**config.mk**
```make
export PLATFORM = sky130hd
export DESIGN_NAME = wb_bank_decode
export DESIGN_NICKNAME = d
export VERILOG_FILES = /design/src/mem_pkg.sv /design/src/wb_bank_decode.sv
export SDC_FILE = /design/constraint.sdc
export NUM_CORES = 1
export LEC_CHECK = 0
export ABC_CLOCK_PERIOD_IN_PS = 2560
export BUFFER_PORTS_ARGS = -buffer_cell sky130_fd_sc_hd__clkbuf_2
export CORE_MARGIN = 5
export CORE_UTILIZATION = 28
export DETAILED_ROUTE_END_ITERATION = 12
export GPL_TIMING_DRIVEN = 0
export PLACE_DENSITY = 0.84
export RECOVER_POWER = 25
export SETUP_SLACK_MARGIN = 0.2
export SLEW_MARGIN = 30
export SYNTH_ARGS = -nofsm -noshare
export SYNTH_HDL_FRONTEND = slang
export SYNTH_SLANG_ARGS = --single-unit
```
**constraint.sdc**
```tcl
create_clock -name clk -period 2.56 [get_ports clk]
set_clock_uncertainty 0.1 [all_clocks]
set_input_delay 0.128 -clock clk [delete_from_list [all_inputs] [get_ports clk]]
set_output_delay 0.128 -clock clk [all_outputs]
set_load 0.1 [all_outputs]
```
**src/mem_pkg.sv**
```systemverilog
/*
  Memory subsystem sizing package.
  Bus and RAM widths, bank count and the word address split used by
  the Wishbone bank decoder and the per-bank port adapters.
*/

package mem_pkg;

  ////////////////////////////////////////
  // data path
  ////////////////////////////////////////

  localparam int wb_dw = 32;       // bus and ram data width
  localparam int sel_w = wb_dw/8;  // byte lanes, one sel bit each

  ////////////////////////////////////////
  // address map
  ////////////////////////////////////////

  // word address inside one bank
  localparam int mem_aw = 10;      // 1024 words per bank

  localparam int n_banks    = 2;
  localparam int bank_sel_w = $clog2(n_banks);  // bank index bits above mem_aw

  // master word address
  //   [mem_aw-1:0]  word within bank
  //   [mem_aw]      bank select
  //   [wb_aw-1]     set -> out of range, answered with err
  localparam int wb_aw = mem_aw + bank_sel_w + 1;  // 12
  localparam int range_bit = wb_aw - 1;            // bit 11

  // total decoded words, both banks
  localparam int mem_words = n_banks << mem_aw;

endpackage

```
**src/wb_bank_decode.sv**
```systemverilog
/*
  wb_bank_decode
  Address decoder for the two-bank Wishbone memory.
  Steers the master strobe to one bank, answers out-of-range
  cycles with a one-cycle err, and returns the selected bank's data.
*/

`timescale 1ns/1ps

module wb_bank_decode (
  input  logic                                          clk,
  input  logic                                          rst_n,
  // master side
  input  logic                                          cyc,
  input  logic                                          stb,
  input  logic [mem_pkg::wb_aw-1:0]                     adr,
  output logic                                          ack,    // or of bank acks
  output logic                                          err,    // out-of-range reply
  output logic [mem_pkg::wb_dw-1:0]                     dat_r,
  // bank side
  output logic [mem_pkg::n_banks-1:0]                   bank_stb,
  input  logic [mem_pkg::n_banks-1:0]                   bank_ack,
  input  logic [mem_pkg::n_banks-1:0][mem_pkg::wb_dw-1:0] bank_dat_r
);

  import mem_pkg::*;

  ////////////////////////////////////////
  // address decode
  ////////////////////////////////////////

  logic                  req;       // cyc and stb both up
  logic                  in_range;  // range bit clear
  logic [bank_sel_w-1:0] bank_idx;  // bank picked by this address
  logic [bank_sel_w-1:0] bank_q;    // bank of the accepted cycle

  assign req      = cyc & stb;
  assign in_range = ~adr[range_bit];
  assign bank_idx = adr[mem_aw +: bank_sel_w];

  // one-hot strobe, nothing for out-of-range addresses
  always_comb begin
    bank_stb = '0;
    if (req && in_range)
      bank_stb[bank_idx] = 1'b1;
  end

  ////////////////////////////////////////
  // bank index and error
  ////////////////////////////////////////

  always_ff @(posedge clk or negedge rst_n) begin
    if (!rst_n) begin
      bank_q <= '0;
      err    <= 1'b0;
    end else begin
      // held strobe in the ack cycle reloads the same bank
      if (req && in_range)
        bank_q <= bank_idx;
      // single cycle, even if stb is still up
      err <= req & ~in_range & ~err;
    end
  end

  ////////////////////////////////////////
  // response mux
  ////////////////////////////////////////

  assign ack   = |bank_ack;            // at most one bank answers
  assign dat_r = bank_dat_r[bank_q];   // data of the bank that was accepted

endmodule

```
After elaboration in Yosys (flattened, before gate mapping)
Index checks and enable logic that the tools add are counted.
- register bits: 2
- memories kept: 0
- word-level logic and storage cells: 18
- input bits: 82
- ROM bits: 0
- bits in writable memories: 0
- bits in latches: 0
- magnitude comparators: 3
- shifts and indexed selects: 0
- multipliers: 0
- $add $sub $neg: 0
- reductions and logical operators: 3
- eq/ne operators: 0
- divide/modulo/power cells: 0
- muxes and demuxes: 5
- bitwise logic cells: 5
- operator list (kind ; count):
    $mux 32 ; 2
    $lt 1x2->1 const B ; 2
    $and 1x1->1 ; 3
    $logic_and 1x1->1 ; 2
    $mux 2 ; 1
    $not 1->1 ; 2
    $reduce_or 2->1 ; 1
    $demux 1 s1 ; 1
    $ge 1x1->1 const B ; 1
    $mux 1 ; 1

Longest topological paths before layout
- depth in word-level cells: 5
- mapped depth: 3
- gate-level depth less buffers: 2

Least setup slack after synthesis
No wires, ideal clock.
- path type: input to output
- start point: input port adr[11] in the netlist's numbering
- end point: output port bank_stb[0] in the netlist's numbering
- slack: 0.756 ns
- buffers on the path: 0
- stages: 2
- required time: 2.332 ns
- arrival: 1.576 ns
- cells stage by stage: nand3b_1 -> nor2_1
- cells in the longest elaborated chain, start to end: 3
- ends and longest elaborated chain (item ; RTL line ; text):
    start: declaration ; wb_bank_decode.sv:16 ; input logic [mem_pkg::wb_aw-1:0] adr,
    $not 1->1 ; wb_bank_decode.sv:38 ; assign in_range = ~adr[range_bit];
    $logic_and 1x1->1 ; wb_bank_decode.sv:44 ; if (req && in_range)
    $mux 2 ; wb_bank_decode.sv:44 ;
    end: declaration ; wb_bank_decode.sv:21 ; output logic [mem_pkg::n_banks-1:0] bank_stb,
Every way passes these cells.

Final worst setup path
- start point: register bank_q
- end point: output port dat_r[31] in the netlist's numbering
- cells in the longest elaborated chain, start to end: 2
- ends and longest elaborated chain (item ; RTL line ; text):
    start: declaration ; wb_bank_decode.sv:35 ; logic [bank_sel_w-1:0] bank_q;
    start signal: assignment ; wb_bank_decode.sv:59 ; bank_q <= bank_idx;
    $mux 32 (implied by the code) (2 in a row) ; wb_bank_decode.sv:70 ; assign dat_r = bank_dat_r[bank_q];
    end: declaration ; wb_bank_decode.sv:19 ; output logic [mem_pkg::wb_dw-1:0] dat_r,
Every way passes these cells. The select of a mux whose other input is x is not followed.

==> metrics.md <==
| Metric | Value |
|---|---|
| Layout area overhead | 92.5% |
| Max Fclk | 0.487 GHz |
| CTS resizes | 0 |
| Slew Limit Fails | 0 |
| Vias per cell | 4.40 |
| Leakage | 0.772 nW |
| Tcrit/Tclk final | 0.803 |
| RSZ-0062 raised after global routing | false |
| Clk sink count | 2 |
| Minimum clock period | 2.06 ns |
| Final Instance Area | 1230 um2 |
| Clock slew at reported path FFs | 0.03 ns |
| Layout cells sized above 1 | 0.910 |
| Min-Delay Path Class | input port to flop |
| Vias in the first global route | 882 |
| Worst Hold Depth | 2 |
| Synth Cell Area | 637 um2 |
| WL met3 | 387 um |
| Largest net degree at the start of global routing | 11 |
| Yosys top cell by area | mux2_4 |
| Worst slew margin | 0.221 |
| DR iter-0 viols | 18 |
| Initial antenna violation count | 0 |
| Worst-margin pin slew | 1.17 ns |
| Max IR drop VDD | 0.527 mV |
| Worst path arrival time | 1.83 ns |
| Hold path start | adr[10] |
| Dpl cell area | 1210 um2 |
| # DRC | 0 |
| Later-pin clock latency in the skew report | 0.22 ns |
| TNS Setup | 0 ns |
| Row count | 17 |
| CP Class | flop to output port |
| Highest metal used | met4 |
| Via count | 810 |
| DRT antenna net count | 0 |
| Critical path fanouts, max | 10 |
| Antenna cell count | 0 |
| Yosys reg bits | 2 |
| Critical Path RT | 2.33 ns |
| Finish-stage setup viols | 0 |
| Mean Syn Cell Area | 14.2 um2 |
| Grt ovf | 0 |
| Syn Inst Count | 45 |
| Drt first pass iters | 2 |
| Seq/Total Area, Yosys | 0.0786 |
| Post-synth net total | 127 |
| M1 WL | 684 um |
| CTS tree | built |
| HPWL after DPL | 2050 um |
| Final Hold Viols | 0 |
| CTS Buf Count | 3 |
| Layout Nets | 240 |
| Die footprint | 3330 um2 |
| Top-area cell type share of the netlist area | 0.684 |
| Status | finished, final reports clean |
| Critical path launch point type | flop |
| Hold buffers post-CTS | 1 |
| Initial Util | 0.291 |
| Fillcell total | 200 |
| Core area | 2190 um2 |
| Reg-to-reg critical path startpoint | bank_q |
| Reg2Reg Depth | 3 |
| Reg-to-reg critical path endpoint | bank_q |
| GP Congestion | 0.672 |
| First-pass GRT wire length | 3570 um |
| Clock root cell | clkbuf_4 |
| IO Pins | 118 |
| Drt total wl | 2250 um |
| Post-CTS Setup Inserts | 0 |
| Area contributors post-synth | mux2_4 68%, buf_12 9.4%, dfrtp_1 7.9%, mux2_2 7.1%, buf_6 1.8% |
| Synth warnings | 0 |
| R2R Setup Slk | 1.25 ns |
| Chip width | 57.7 um |
| CP Capture Type | output port |
| Port Buf Inserts | 107 |
| Count of cell types in the netlist | 10 |
| Power Density | 846 nW/um2 |
| Routed length on met2 | 1150 um |
| Wirelength per Cell | 12.2 um |
| GRT Overall Usage | 0.129 |
| Max-Cap Viols | 0 |
| Clock Path Buffers | 2 |
| Endpoint, Worst Hold | bank_q |
| H-tree levels | 1 |
| Die Span Y | 57.7 um |
[power by group]
part / switching (mW) / internal, mW
Clock: 0.0192 / 0.0518
Sequential: 0.00113 / 0.0354
Combinational: 0.682 / 0.247
Total: 0.703 / 0.334
[logic make-up (layout without fill, tap and decap cells)]
| group | Yosys count | in the layout | share of synthesized area |
|---|---|---|---|
| buf+inv | 5 | 116 | 0.118 |
| simple gates | 5 | 5 | 0.0491 |
| flops | 2 | 2 | 0.0786 |
| mux | 33 | 33 | 0.754 |
[worst max path at each step]
stage / startpoint / to / slack, ns / cells after the start
2_1_floorplan: adr[11] / bank_stb[0] / 0.76 / 2
3_3_place_gp: bank_q / dat_r[15] / 1.03 / 4
3_5_place_dp: bank_q / dat_r[15] / 1.01 / 4
4_1_cts: bank_q / dat_r[15] / 0.77 / 4
5_1_grt: bank_q / dat_r[13] / 0.41 / 4
6_report: bank_q / dat_r[31] / 0.50 / 4
[Yosys cell counts]
cell and instances:
and4b_1 1, or2_2 1, mux2_2 4, inv_1 1, mux2_4 29, nor2_1 2
buf_6 1, nand3b_1 1, dfrtp_1 2, buf_12 3
[cells in the final DEF (no fill, tap or decap)]
| cell type | Yosys | final |
|---|---|---|
| and4b_1 | 1 | 1 |
| clkbuf_2 | 0 | 102 |
| clkbuf_1 | 0 | 6 |
| mux2_4 | 29 | 29 |
| clkbuf_4 | 0 | 3 |
| inv_1 | 1 | 1 |
| mux2_2 | 4 | 4 |
| dlygate4sd3_1 | 0 | 1 |
| or2_2 | 1 | 1 |
| nand3b_1 | 1 | 1 |
| nor2_1 | 2 | 2 |
| buf_12 | 3 | 3 |
| dfrtp_1 | 2 | 2 |
[critical path, cell delays in order, from the launching register on]
cell	delay (ns)
dfrtp_1	0.31
clkbuf_1	0.40
buf_12	0.21
mux2_4	0.30
clkbuf_2	0.37
[cell type report]
type	instances	area, um2	area share
multi-input cells	38	512	0.417
well taps	28	35.0	0.0286
repair buffers	108	539	0.440
flip-flops and latches	2	50.0	0.0408
inverters	1	3.75	0.00306
clock buffers	3	22.5	0.0184
plain buffers	4	63.8	0.0520
[metrics by stage]
stage	setup WS [ns]	hold WS, ns	instances	util	power (mW)
floorplan	0.756	-0.268	45	-	0.864
global placement	1.03	-0.186	180	0.551	0.970
detailed placement	1.01	-0.181	180	0.551	0.978
CTS	0.774	0.0830	184	0.566	1.05
global route	0.411	0.0885	184	0.560	1.08
finish	0.505	0.0840	184	0.560	1.04
[layer usage]
| layer | up-vias | GRT usage |
|---|---|---|
| li1 | 388 | - |
| met1 | 348 | 0.114 |
| met3 | 4 | 0.0535 |
| met5 | - | 0 |
| met2 | 70 | 0.261 |
| met4 | 0 | 0.0364 |
[flip-flops by register name (all words and copies together), names as in the netlist]
name,count
bank_q,1
err,1
No activity file was read; power rests on OpenSTA's default activity.
